## config.mk

```make
export PLATFORM = sky130hd
export DESIGN_NAME = rx_desc_ctrl
export DESIGN_NICKNAME = d
export VERILOG_FILES = /design/src/rx_desc_pkg.sv /design/src/host_ring.sv /design/src/local_desc_queue.sv /design/src/idma_sequencer.sv /design/src/engine_dispatch.sv /design/src/rx_desc_ctrl.sv
export SDC_FILE = /design/constraint.sdc
export NUM_CORES = 2
export LEC_CHECK = 0
export BUFFER_PORTS_ARGS = -buffer_cell sky130_fd_sc_hd__buf_2
export CAP_MARGIN = 20
export CORE_ASPECT_RATIO = 1.5
export CORE_MARGIN = 5
export CORE_UTILIZATION = 45
export CTS_CLUSTER_DIAMETER = 100
export DETAILED_ROUTE_END_ITERATION = 8
export PLACE_DENSITY = 0.74
export SYNTH_ARGS = -nofsm -noshare
export SYNTH_HDL_FRONTEND = slang
export SYNTH_SLANG_ARGS = --single-unit
```

## constraint.sdc

```tcl
create_clock -name aclk -period 4.35 [get_ports aclk]
set_clock_uncertainty 0.1 [all_clocks]
set_input_delay 0.435 -clock aclk [delete_from_list [all_inputs] [get_ports aclk]]
set_output_delay 0.435 -clock aclk [all_outputs]
set_load 0.05 [all_outputs]
```

## src/rx_desc_pkg.sv

```systemverilog
`default_nettype none

package rx_desc_pkg;

	////////////////////////////////////////////////////////////
	// Local descriptor RAM sizing
	////////////////////////////////////////////////////////////

	// Local descriptor RAM in dwords
	localparam int DESC_RAM_DWORDS = 1024;
	// Four dwords per descriptor
	localparam int DESC_MAX_NUM = DESC_RAM_DWORDS / 4;
	localparam int DESC_NUM_BITS = $clog2(DESC_MAX_NUM);
	// Longest fetch, bounded by the bus burst
	localparam int FETCH_MAX = 64;
	// Descriptor index to byte address, 16 bytes each
	localparam int DESC_BYTES_LOG = 4;
	// Status byte lives in the last dword
	localparam int WB_STATUS_OFFSET = 12;

	// Host ring index
	typedef logic [15:0] ring_ptr_t;
	// Local slot index
	typedef logic [DESC_NUM_BITS-1:0] slot_t;

	////////////////////////////////////////////////////////////
	// iDMA command words
	////////////////////////////////////////////////////////////

	// Beat 0 of every command
	typedef struct packed {
		logic write;
		logic [2:0] rsv;
		logic [11:0] bytes;
		logic [15:0] local_addr;
	} idma_cmd_hdr_t;

	// Beats 1 and 2 carry the host address halves instead
	typedef union packed {
		idma_cmd_hdr_t hdr;
		logic [31:0] addr;
	} idma_beat_u;

	// Host ring view after the last recompute
	typedef struct packed {
		ring_ptr_t fresh;
		ring_ptr_t limit;
		ring_ptr_t curr;
		ring_ptr_t head;
		logic busy;
	} ring_status_t;

	// Engine response bits 17:16
	typedef struct packed {
		logic delay_int;
		logic report_status;
	} desc_flags_t;

	// Local queue view, counts one bit wider than a slot
	typedef struct packed {
		logic [DESC_NUM_BITS:0] in_count;
		logic [DESC_NUM_BITS:0] out_count;
		logic [DESC_NUM_BITS:0] pending;
		logic [DESC_NUM_BITS:0] available;
		slot_t in_head;
		slot_t in_tail;
		slot_t out_head;
		desc_flags_t out_flags;
	} queue_status_t;

endpackage

`default_nettype wire

```

## src/host_ring.sv

```systemverilog
`timescale 1ns/1ps
`default_nettype none

module host_ring import rx_desc_pkg::*;
(
	input logic aclk,
	input logic reset,
	input logic [63:0] rdba,
	input logic [12:0] rdlen,
	input ring_ptr_t rdh,
	input logic rdh_set,
	input ring_ptr_t rdt,
	input logic rdt_set,
	input logic [1:0] rdmts,
	input logic host_advance,
	input logic [DESC_NUM_BITS:0] fwd_count,
	input logic head_advance,
	output ring_status_t ring,
	output ring_ptr_t rdh_fb,
	output logic rxdmt0_req,
	output logic [63:0] wb_addr,
	output logic [63:0] rd_addr
);

	// Ring length in descriptors
	ring_ptr_t length;
	ring_ptr_t min_thresh;
	ring_ptr_t head;
	ring_ptr_t curr;
	ring_ptr_t tail;
	ring_ptr_t fresh;
	ring_ptr_t limit;
	ring_ptr_t limit_n0;
	// Unwrapped sums, one bit of headroom
	logic [16:0] head_n0;
	logic [16:0] curr_n0;
	logic [16:0] fresh_n0;
	logic [2:0] calc_stage;
	logic strobe;

	// Fold a sum below 2*len back into the ring
	function automatic ring_ptr_t wrap(input logic [16:0] value, input ring_ptr_t len);
		if (value >= {1'b0, len})
			return 16'(value - {1'b0, len});
		return value[15:0];
	endfunction

	assign length = {rdlen, 3'b000};
	// RXDMT0 level, half, quarter or eighth of the ring
	assign min_thresh = length >> (3'(rdmts) + 3'd1);
	assign strobe = rdh_set | rdt_set | host_advance | head_advance;

	////////////////////////////////////////////////////////////
	// Recompute pipeline
	////////////////////////////////////////////////////////////

	always_ff @(posedge aclk)
	begin
		if (reset)
			calc_stage <= '0;
		else
			calc_stage <= {calc_stage[1:0], strobe};
	end

	// Raw pointer sums on the strobe
	always_ff @(posedge aclk)
	begin
		if (reset)
		begin
			head_n0 <= '0;
			curr_n0 <= '0;
		end
		else if (rdh_set)
		begin
			head_n0 <= {1'b0, rdh};
			curr_n0 <= {1'b0, rdh};
		end
		else
		begin
			if (head_advance)
				head_n0 <= {1'b0, head} + 17'd1;
			if (host_advance)
				curr_n0 <= {1'b0, curr} + 17'(fwd_count);
		end
	end

	// Stage 0, wrapped pointers; tail taken as written
	always_ff @(posedge aclk)
	begin
		if (reset)
		begin
			head <= '0;
			curr <= '0;
			tail <= '0;
		end
		else
		begin
			if (calc_stage[0])
			begin
				head <= wrap(head_n0, length);
				curr <= wrap(curr_n0, length);
			end
			if (rdt_set)
				tail <= rdt;
		end
	end

	// Stage 1, distances before wrap
	always_ff @(posedge aclk)
	begin
		if (calc_stage[1])
		begin
			fresh_n0 <= {1'b0, tail} + {1'b0, length} - {1'b0, curr};
			limit_n0 <= length - curr;
		end
	end

	// Stage 2, results stored and threshold checked
	always_ff @(posedge aclk)
	begin
		if (reset)
		begin
			fresh <= '0;
			limit <= '0;
			rxdmt0_req <= 1'b0;
		end
		else
		begin
			rxdmt0_req <= calc_stage[2] && (wrap(fresh_n0, length) < min_thresh);
			if (calc_stage[2])
			begin
				fresh <= wrap(fresh_n0, length);
				limit <= limit_n0;
			end
		end
	end

	// Host byte addresses, write-back points at the status byte
	always_ff @(posedge aclk)
	begin
		wb_addr <= rdba + (64'(head) << DESC_BYTES_LOG) + 64'(WB_STATUS_OFFSET);
		rd_addr <= rdba + (64'(curr) << DESC_BYTES_LOG);
	end

	assign ring = '{fresh: fresh, limit: limit, curr: curr, head: head, busy: |calc_stage};
	assign rdh_fb = head;

	// Sequencer never forwards past the posted tail
	assert property (@(posedge aclk) disable iff (reset)
		host_advance |-> 16'(fwd_count) <= fresh)
		else $error("forward of %0d exceeds fresh count %0d", fwd_count, fresh);

endmodule

`default_nettype wire

```

## src/local_desc_queue.sv

```systemverilog
`timescale 1ns/1ps
`default_nettype none

module local_desc_queue import rx_desc_pkg::*;
(
	input logic aclk,
	input logic reset,
	input logic in_enqueue,
	input logic [DESC_NUM_BITS:0] enq_count,
	input logic in_dequeue,
	input logic out_enqueue,
	input desc_flags_t out_flags,
	input logic out_dequeue,
	output queue_status_t queue
);

	// Input queue, fetched but not yet with the engine
	slot_t in_head;
	slot_t in_tail;
	logic [DESC_NUM_BITS:0] in_count;
	// Output queue, back from the engine and not retired
	slot_t out_head;
	slot_t out_tail;
	logic [DESC_NUM_BITS:0] out_count;
	// Slots in use overall and slots free
	logic [DESC_NUM_BITS:0] pending;
	logic [DESC_NUM_BITS:0] available;
	logic [DESC_NUM_BITS:0] enq_incr;
	// RS and IDE per slot
	desc_flags_t flag_mem [DESC_MAX_NUM];

	assign enq_incr = in_enqueue ? enq_count : '0;

	////////////////////////////////////////////////////////////
	// Queue pointers
	////////////////////////////////////////////////////////////

	always_ff @(posedge aclk)
	begin
		if (reset)
		begin
			in_head <= '0;
			in_tail <= '0;
			in_count <= '0;
		end
		else
		begin
			in_tail <= in_tail + slot_t'(enq_incr);
			if (in_dequeue)
				in_head <= in_head + 1'b1;
			in_count <= in_count + enq_incr - (DESC_NUM_BITS+1)'(in_dequeue);
		end
	end

	always_ff @(posedge aclk)
	begin
		if (reset)
		begin
			out_head <= '0;
			out_tail <= '0;
			out_count <= '0;
		end
		else
		begin
			if (out_enqueue)
				out_tail <= out_tail + 1'b1;
			if (out_dequeue)
				out_head <= out_head + 1'b1;
			out_count <= out_count + (DESC_NUM_BITS+1)'(out_enqueue)
				- (DESC_NUM_BITS+1)'(out_dequeue);
		end
	end

	// A slot is held from fetch until retire
	always_ff @(posedge aclk)
	begin
		if (reset)
		begin
			pending <= '0;
			available <= (DESC_NUM_BITS+1)'(DESC_MAX_NUM);
		end
		else
		begin
			pending <= pending + enq_incr - (DESC_NUM_BITS+1)'(out_dequeue);
			available <= available - enq_incr + (DESC_NUM_BITS+1)'(out_dequeue);
		end
	end

	// Flags in at the output tail
	always_ff @(posedge aclk)
	begin
		if (out_enqueue)
			flag_mem[out_tail] <= out_flags;
	end

	// Head flags read straight through, valid as soon as out_count is
	assign queue = '{in_count: in_count, out_count: out_count, pending: pending,
		available: available, in_head: in_head, in_tail: in_tail, out_head: out_head,
		out_flags: flag_mem[out_head]};

	// Fetch sized against free slots, pending bounded by the slot count
	assert property (@(posedge aclk) disable iff (reset)
		(in_enqueue |-> enq_count <= available) and (pending <= DESC_MAX_NUM))
		else $error("slot accounting broken, pending %0d available %0d", pending, available);

endmodule

`default_nettype wire

```

## src/idma_sequencer.sv

```systemverilog
`timescale 1ns/1ps
`default_nettype none

module idma_sequencer import rx_desc_pkg::*;
(
	input logic aclk,
	input logic reset,
	input logic en,
	input logic [5:0] pthresh,
	input logic [5:0] hthresh,
	input ring_status_t ring,
	input logic [63:0] wb_addr,
	input logic [63:0] rd_addr,
	input queue_status_t queue,
	output idma_beat_u idma_m_tdata,
	output logic idma_m_tvalid,
	output logic idma_m_tlast,
	input logic idma_m_tready,
	input logic idma_s_tvalid,
	input logic idma_s_tlast,
	output logic idma_s_tready,
	output logic host_advance,
	output logic [DESC_NUM_BITS:0] fwd_count,
	output logic head_advance,
	output logic in_enqueue,
	output logic [DESC_NUM_BITS:0] enq_count,
	output logic out_dequeue
);

	typedef enum logic [1:0] {S_READY, S_CMD, S_ACK, S_DONE} state_t;

	state_t state;
	// Current command is a status write-back
	logic is_wb;
	logic [1:0] beat;
	logic [DESC_NUM_BITS:0] fetch_num;
	ring_ptr_t fetch_min;
	logic fetch_go;
	logic beat_take;
	logic resp_done;
	logic [63:0] host_addr;
	idma_cmd_hdr_t hdr_next;

	// Fetch size, smallest of limit, fresh, free slots and burst cap
	always_comb
	begin
		fetch_min = ring.limit;
		if (ring.fresh < fetch_min)
			fetch_min = ring.fresh;
		if (16'(queue.available) < fetch_min)
			fetch_min = 16'(queue.available);
		if (16'(FETCH_MAX) < fetch_min)
			fetch_min = 16'(FETCH_MAX);
	end

	// Prefetch below pthresh, or refill an empty local ring
	assign fetch_go = ((pthresh == 6'd0 || queue.pending < pthresh) && ring.fresh > hthresh)
		|| (queue.pending == '0 && ring.fresh != '0);

	// Header, write-back wins whenever output slots wait
	always_comb
	begin
		hdr_next.rsv = '0;
		if (queue.out_count != '0)
		begin
			hdr_next.write = 1'b1;
			hdr_next.bytes = 12'd1;
			hdr_next.local_addr = (16'(queue.out_head) << DESC_BYTES_LOG)
				+ 16'(WB_STATUS_OFFSET);
		end
		else
		begin
			hdr_next.write = 1'b0;
			hdr_next.bytes = 12'(fetch_min << DESC_BYTES_LOG);
			hdr_next.local_addr = 16'(queue.in_tail) << DESC_BYTES_LOG;
		end
	end

	assign host_addr = is_wb ? wb_addr : rd_addr;
	assign beat_take = idma_m_tvalid & idma_m_tready;
	// Write-back done on any beat, fetch on the last
	assign resp_done = idma_s_tready & idma_s_tvalid & (is_wb | idma_s_tlast);
	assign fwd_count = fetch_num;
	assign enq_count = fetch_num;

	////////////////////////////////////////////////////////////
	// Command FSM
	////////////////////////////////////////////////////////////

	always_ff @(posedge aclk)
	begin
		if (reset)
		begin
			state <= S_READY;
			is_wb <= 1'b0;
			beat <= 2'd0;
			idma_m_tvalid <= 1'b0;
			idma_m_tlast <= 1'b0;
			idma_s_tready <= 1'b0;
			host_advance <= 1'b0;
			head_advance <= 1'b0;
			in_enqueue <= 1'b0;
			out_dequeue <= 1'b0;
		end
		else
		begin
			// Update strobes last one cycle
			host_advance <= 1'b0;
			head_advance <= 1'b0;
			in_enqueue <= 1'b0;
			out_dequeue <= 1'b0;
			case (state)
				S_READY:
				begin
					// Wait out any ring recompute
					if (en && !ring.busy)
					begin
						if (queue.out_count != '0 && !queue.out_flags.report_status)
						begin
							// No status report, retire directly
							head_advance <= 1'b1;
							out_dequeue <= 1'b1;
							state <= S_DONE;
						end
						else if (queue.out_count != '0 || fetch_go)
						begin
							is_wb <= queue.out_count != '0;
							beat <= 2'd0;
							idma_m_tvalid <= 1'b1;
							state <= S_CMD;
						end
					end
				end
				S_CMD:
				begin
					if (beat_take)
					begin
						beat <= beat + 2'd1;
						if (beat == 2'd1)
							idma_m_tlast <= 1'b1;
						if (beat == 2'd2)
						begin
							idma_m_tvalid <= 1'b0;
							idma_m_tlast <= 1'b0;
							idma_s_tready <= 1'b1;
							state <= S_ACK;
						end
					end
				end
				S_ACK:
				begin
					if (resp_done)
					begin
						idma_s_tready <= 1'b0;
						head_advance <= is_wb;
						out_dequeue <= is_wb;
						host_advance <= !is_wb;
						in_enqueue <= !is_wb;
						state <= S_DONE;
					end
				end
				// Strobes out; ring busy shows from the next cycle
				default:
					state <= S_READY;
			endcase
		end
	end

	// Beat data moves only on acceptance
	always_ff @(posedge aclk)
	begin
		if (state == S_READY)
		begin
			idma_m_tdata.hdr <= hdr_next;
			fetch_num <= (DESC_NUM_BITS+1)'(fetch_min);
		end
		else if (state == S_CMD && beat_take)
			idma_m_tdata.addr <= (beat == 2'd0) ? host_addr[31:0] : host_addr[63:32];
	end

	// Fetch start conditions leave free slots and fresh work
	assert property (@(posedge aclk) disable iff (reset)
		$rose(idma_m_tvalid) && !is_wb |-> fetch_num != '0)
		else $error("fetch command issued with zero size");

endmodule

`default_nettype wire

```

## src/engine_dispatch.sv

```systemverilog
`timescale 1ns/1ps
`default_nettype none

module engine_dispatch import rx_desc_pkg::*;
(
	input logic aclk,
	input logic reset,
	input logic en,
	input queue_status_t queue,
	output logic [31:0] reng_m_tdata,
	output logic reng_m_tvalid,
	output logic reng_m_tlast,
	input logic reng_m_tready,
	input logic [31:0] reng_s_tdata,
	input logic reng_s_tvalid,
	input logic reng_s_tlast,
	output logic reng_s_tready,
	output logic in_dequeue,
	output logic out_enqueue,
	output desc_flags_t out_flags
);

	typedef enum logic [1:0] {E_READY, E_CMD, E_ACK} state_t;

	state_t state;
	logic resp_take;

	// Single-beat commands
	assign reng_m_tlast = 1'b1;
	assign resp_take = reng_s_tready & reng_s_tvalid & reng_s_tlast;

	////////////////////////////////////////////////////////////
	// One descriptor in flight
	////////////////////////////////////////////////////////////

	always_ff @(posedge aclk)
	begin
		if (reset)
		begin
			state <= E_READY;
			reng_m_tvalid <= 1'b0;
			reng_s_tready <= 1'b0;
			in_dequeue <= 1'b0;
			out_enqueue <= 1'b0;
		end
		else
		begin
			in_dequeue <= 1'b0;
			out_enqueue <= 1'b0;
			case (state)
				E_READY:
				begin
					if (en && queue.in_count != '0)
					begin
						reng_m_tvalid <= 1'b1;
						state <= E_CMD;
					end
				end
				E_CMD:
				begin
					// Slot leaves the input queue once taken
					if (reng_m_tready)
					begin
						reng_m_tvalid <= 1'b0;
						reng_s_tready <= 1'b1;
						in_dequeue <= 1'b1;
						state <= E_ACK;
					end
				end
				default:
				begin
					if (resp_take)
					begin
						reng_s_tready <= 1'b0;
						out_enqueue <= 1'b1;
						state <= E_READY;
					end
				end
			endcase
		end
	end

	// Head slot byte address, flags from bits 17:16
	always_ff @(posedge aclk)
	begin
		if (state == E_READY)
			reng_m_tdata <= 32'(16'(queue.in_head) << DESC_BYTES_LOG);
		if (resp_take)
			out_flags <= desc_flags_t'(reng_s_tdata[17:16]);
	end

	// Command held until the engine takes it
	assert property (@(posedge aclk) disable iff (reset)
		reng_m_tvalid && !reng_m_tready |=> reng_m_tvalid)
		else $error("engine command dropped before acceptance");

endmodule

`default_nettype wire

```

## src/rx_desc_ctrl.sv

```systemverilog
`timescale 1ns/1ps
`default_nettype none

module rx_desc_ctrl import rx_desc_pkg::*;
(
	input logic aclk,
	input logic reset,

	// Ring registers
	input logic en,
	input logic [63:0] rdba,
	input logic [12:0] rdlen,
	input ring_ptr_t rdh,
	input logic rdh_set,
	output ring_ptr_t rdh_fb,
	input ring_ptr_t rdt,
	input logic rdt_set,
	input logic [5:0] pthresh,
	input logic [5:0] hthresh,
	input logic [1:0] rdmts,
	output logic rxdmt0_req,

	// iDMA command and response
	output idma_beat_u idma_m_tdata,
	output logic idma_m_tvalid,
	output logic idma_m_tlast,
	input logic idma_m_tready,
	input logic idma_s_tvalid,
	input logic idma_s_tlast,
	output logic idma_s_tready,

	// Receive engine command and response
	output logic [31:0] reng_m_tdata,
	output logic reng_m_tvalid,
	output logic reng_m_tlast,
	input logic reng_m_tready,
	input logic [31:0] reng_s_tdata,
	input logic reng_s_tvalid,
	input logic reng_s_tlast,
	output logic reng_s_tready
);

	ring_status_t ring;
	queue_status_t queue;
	logic [63:0] wb_addr;
	logic [63:0] rd_addr;
	logic host_advance;
	logic head_advance;
	logic [DESC_NUM_BITS:0] fwd_count;
	logic in_enqueue;
	logic [DESC_NUM_BITS:0] enq_count;
	logic out_dequeue;
	logic in_dequeue;
	logic out_enqueue;
	desc_flags_t out_flags;

	////////////////////////////////////////////////////////////
	// Host ring and local queue state
	////////////////////////////////////////////////////////////

	host_ring u_host_ring (
		.aclk(aclk), .reset(reset), .rdba(rdba), .rdlen(rdlen),
		.rdh(rdh), .rdh_set(rdh_set), .rdt(rdt), .rdt_set(rdt_set), .rdmts(rdmts),
		.host_advance(host_advance), .fwd_count(fwd_count), .head_advance(head_advance),
		.ring(ring), .rdh_fb(rdh_fb), .rxdmt0_req(rxdmt0_req),
		.wb_addr(wb_addr), .rd_addr(rd_addr)
	);

	local_desc_queue u_local_desc_queue (
		.aclk(aclk), .reset(reset),
		.in_enqueue(in_enqueue), .enq_count(enq_count), .in_dequeue(in_dequeue),
		.out_enqueue(out_enqueue), .out_flags(out_flags), .out_dequeue(out_dequeue),
		.queue(queue)
	);

	////////////////////////////////////////////////////////////
	// iDMA and engine sides
	////////////////////////////////////////////////////////////

	idma_sequencer u_idma_sequencer (
		.aclk(aclk), .reset(reset), .en(en), .pthresh(pthresh), .hthresh(hthresh),
		.ring(ring), .wb_addr(wb_addr), .rd_addr(rd_addr), .queue(queue),
		.idma_m_tdata(idma_m_tdata), .idma_m_tvalid(idma_m_tvalid),
		.idma_m_tlast(idma_m_tlast), .idma_m_tready(idma_m_tready),
		.idma_s_tvalid(idma_s_tvalid), .idma_s_tlast(idma_s_tlast),
		.idma_s_tready(idma_s_tready),
		.host_advance(host_advance), .fwd_count(fwd_count), .head_advance(head_advance),
		.in_enqueue(in_enqueue), .enq_count(enq_count), .out_dequeue(out_dequeue)
	);

	engine_dispatch u_engine_dispatch (
		.aclk(aclk), .reset(reset), .en(en), .queue(queue),
		.reng_m_tdata(reng_m_tdata), .reng_m_tvalid(reng_m_tvalid),
		.reng_m_tlast(reng_m_tlast), .reng_m_tready(reng_m_tready),
		.reng_s_tdata(reng_s_tdata), .reng_s_tvalid(reng_s_tvalid),
		.reng_s_tlast(reng_s_tlast), .reng_s_tready(reng_s_tready),
		.in_dequeue(in_dequeue), .out_enqueue(out_enqueue), .out_flags(out_flags)
	);

endmodule

`default_nettype wire

```

==> results.ini <==
[run_status]
status=finished clean

[clock_network]
cts_buffers=70
clkTransAtPathRegs_ns=0.07
cts_num_sinks=675
worstSkewPairLatency_ns=0.64
clk_path_buf_depth=3
root_buffer=clkbuf_16
cts_tree=done
htree_levels=3

[worst_setup_path]
arrival_ns=4.52
end_kind=register
worstPathMaxFanout=6
worst_path_max_delay_cell=or4b_4
crit_family=compound AO/OA/AOI/OAI gates
crit_path_cell_trace=inv_2, ha_4, a21o_1, a21oi_2, or4b_4, o31ai_4, buf_6, nor2_2, a21oi_2, ha_1, a21o_1, a21o_1, a21o_1, a21oi_2, and2_1, a222oi_1, buf_4, buf_6, mux2i_4, buf_6, a32o_1
cp_num_buf_inv=5
required_ns=4.64
setup.worst_path.class=register to register
critical_path.max_stage_delay_ns=0.49
start_kind=register
crit_top_cell=a21o_1

[yosys]
synth-async-reset-ratio_pct=0
synth_area_leader_cell=edfxtp_1
synth_top_area_share_pct=27.5
syn-instance-count=3545
ys_ff_latch=675
synth-edff-count=336
ys.flop_type=dfxtp_1
syn_avg_cell_area_um2=10.3
netlist_top_cells_area=edfxtp_1 (28%), dfxtp_1 (19%), ha_1 (8.2%)
ys_types=80
ys_seq_area_share_pct=46.0
synth_area_mm2=0.0367
ys_warn_count=0

[power]
p_leak_uw=0.0165
p_total_uw=19300
p_per_area_mw_per_mm2=456
ir_drop_v=0.000401

[finish]
syn_to_final_growth_pct=15.3
fin_nets=4248
multi_input_area_mm2=0.0181
num-fill-cells=7002
layoutNonFillerInstCount=4922
seqCellArea_mm2=0.0169
final_area_mm2=0.0423
drive_above_1_share_pct=16.1

[grt]
first_global_vias=28178
antenna_found_initial=12
grt_pass1_wl_um=163000
grt_max_degree=257
track_usage_pct=23.8
grt-ovfl-total=0

[sta]
fin_crit_sh_pct=97.3
rsz0062_at_grt=yes
drv_slew=0
hold_viol=0
setup_violations=0
hold_ws_ns=0.0317
max_freq_mhz=236
slew_headroom_pct=29.2
period_minus_slack_ns=4.23
tightest_slew_ns=1.06

[drt]
routed_wl_um=107000
drc_errors=0
drt_iter0_markers=2421
avgRoutedWirePerCell_um=21.8
antenna_left=0
vias=28024
first_pass_iters=6
vias_per_cell=5.69

[flow_run]
maxCapViolations=0

[floorplan]
initial_core_util_pct=45.2
die_w_um=243
core_mm2=0.0810
die-area_mm2=0.0874
num_io_pins=253
rows=128
die_h_um=360

[place]
placed_cell_area_mm2=0.0390
portBuffers=196
gp_congestion=0.948
place_hpwl_um=78400
dp_cells=4718

[hold_path]
hp-class=primary input to register

## sequential cells by signal, summed over array words and instances (netlist names), 17 cells and up, named ones only
name,flops
u_host_ring.head_n0,17
u_host_ring.rd_addr,62
u_host_ring.curr_n0,17
u_host_ring.wb_addr,64
u_idma_sequencer.idma_m_tdata,32
u_host_ring.fresh_n0,17
u_local_desc_queue.flag_mem,256
## synth_stat cells, drive strengths merged, types with 23 or more instances
cell type    n
xnor2      167
o21a        29
mux4       113
edfxtp     336
xor2        63
buf         79
nor3        60
nand4       41
and3        45
nand3       89
a211oi      38
clkbuf     122
nor2       553
nor2b       55
ha         241
o21ai       80
mux2        23
fa          24
inv        256
a21oi      152
dfxtp      339
mux2i       92
a21o        51
nand2      243
## layer usage
metal / share of wire, % / global-route usage, % / wire length [um] / vias up
met5: 0.020 / 0 / 21 / -
met4: 6.6 / 13.7 / 7080 / 4
met3: 7.6 / 4.07 / 8110 / 326
met2: 49 / 41.4 / 52900 / 1127
met1: 37 / 27.7 / 39200 / 13589
li1: - / - / - / 12978
## per-stage QoR
stage               setup TNS, ns  setup slack [ns]  utilization [%]
floorplan                       0            0.0687                -
global placement           -0.156           -0.0874             48.1
detailed placement         -0.584            -0.200             48.1
CTS                             0           0.00615             52.0
global route              -0.0816           -0.0534             52.1
finish                          0             0.119             52.2
## power by group
group	leakage (uW)	switching, uW	internal, uW
logic	0.00938	3090	2080
registers	0.00593	394	7260
clock network	0.00120	2760	3700
## placed cells by master (no fill, tap or decap), types with 27 or more instances in the layout
master / n
a211oi_1: 38
a21o_1: 51
a21oi_1: 146
and3_1: 45
buf_2: 196
buf_4: 109
clkbuf_16: 72
conb_1: 27
dfxtp_1: 331
dlygate4sd3_1: 61
edfxtp_1: 336
ha_1: 238
inv_1: 255
mux2i_1: 90
mux4_2: 113
nand2_1: 243
nand3_1: 89
nand4_1: 41
nor2_1: 548
nor2b_1: 55
nor3_1: 60
o21a_1: 29
o21ai_0: 75
xnor2_1: 167
xor2_1: 63
## final timing paths
check / startpoint / end / slack [ns] / cells past startpoint
min: rdba[44] / u_host_ring.wb_addr[44]$_DFF_P_ / 0.03 / 2
max: u_host_ring.limit[13]$_SDFFE_PP0P_ / u_idma_sequencer.idma_m_tdata[26]$_DFFE_PP_ / 0.12 / 21
max reg2reg: u_host_ring.limit[13]$_SDFFE_PP0P_ / u_idma_sequencer.idma_m_tdata[26]$_DFFE_PP_ / 0.12 / 21
min reg2reg: u_idma_sequencer.idma_m_tdata[29]$_SDFFE_PP0P_ / u_idma_sequencer.idma_m_tdata[29]$_SDFFE_PP0P_ / 0.36 / 2
## what timing repair did
action / in CTS / in global routing
endpoints found under the setup margin: 7 / 12
gates resized for setup: 11 / 21
setup buffers: 3 / 2
hold endpoints to repair: 93 / 0
gates cloned: 1 / 0
hold buffers: 61 / 0
pin swaps: 8 / 14
## layout make-up
class,instances,share of cell area (%)
multi-input cells,2436,42.7
flip-flops and latches,675,40.0
repair buffers,376,6.05
clock buffers,83,4.43
well taps,1040,3.08
inverters,258,2.29
clock inverters,45,1.44
diodes,9,0.0533
## kinds of logic (layout without fill, tap and decap cells)
family	Yosys count	count (layout)	synth area share, %
and+or+nand+nor	1193	1193	14.6
muxes	228	228	10.2
buffers and inverters	459	762	5.26
AOI/OAI and AO/OA	493	493	8.84
adders and majority gates	265	265	9.54
DFF	675	675	46.0
other	2	36	0.0205
xor gates and xnor gates	230	230	5.50
Power figures use the tool's default switching activity.
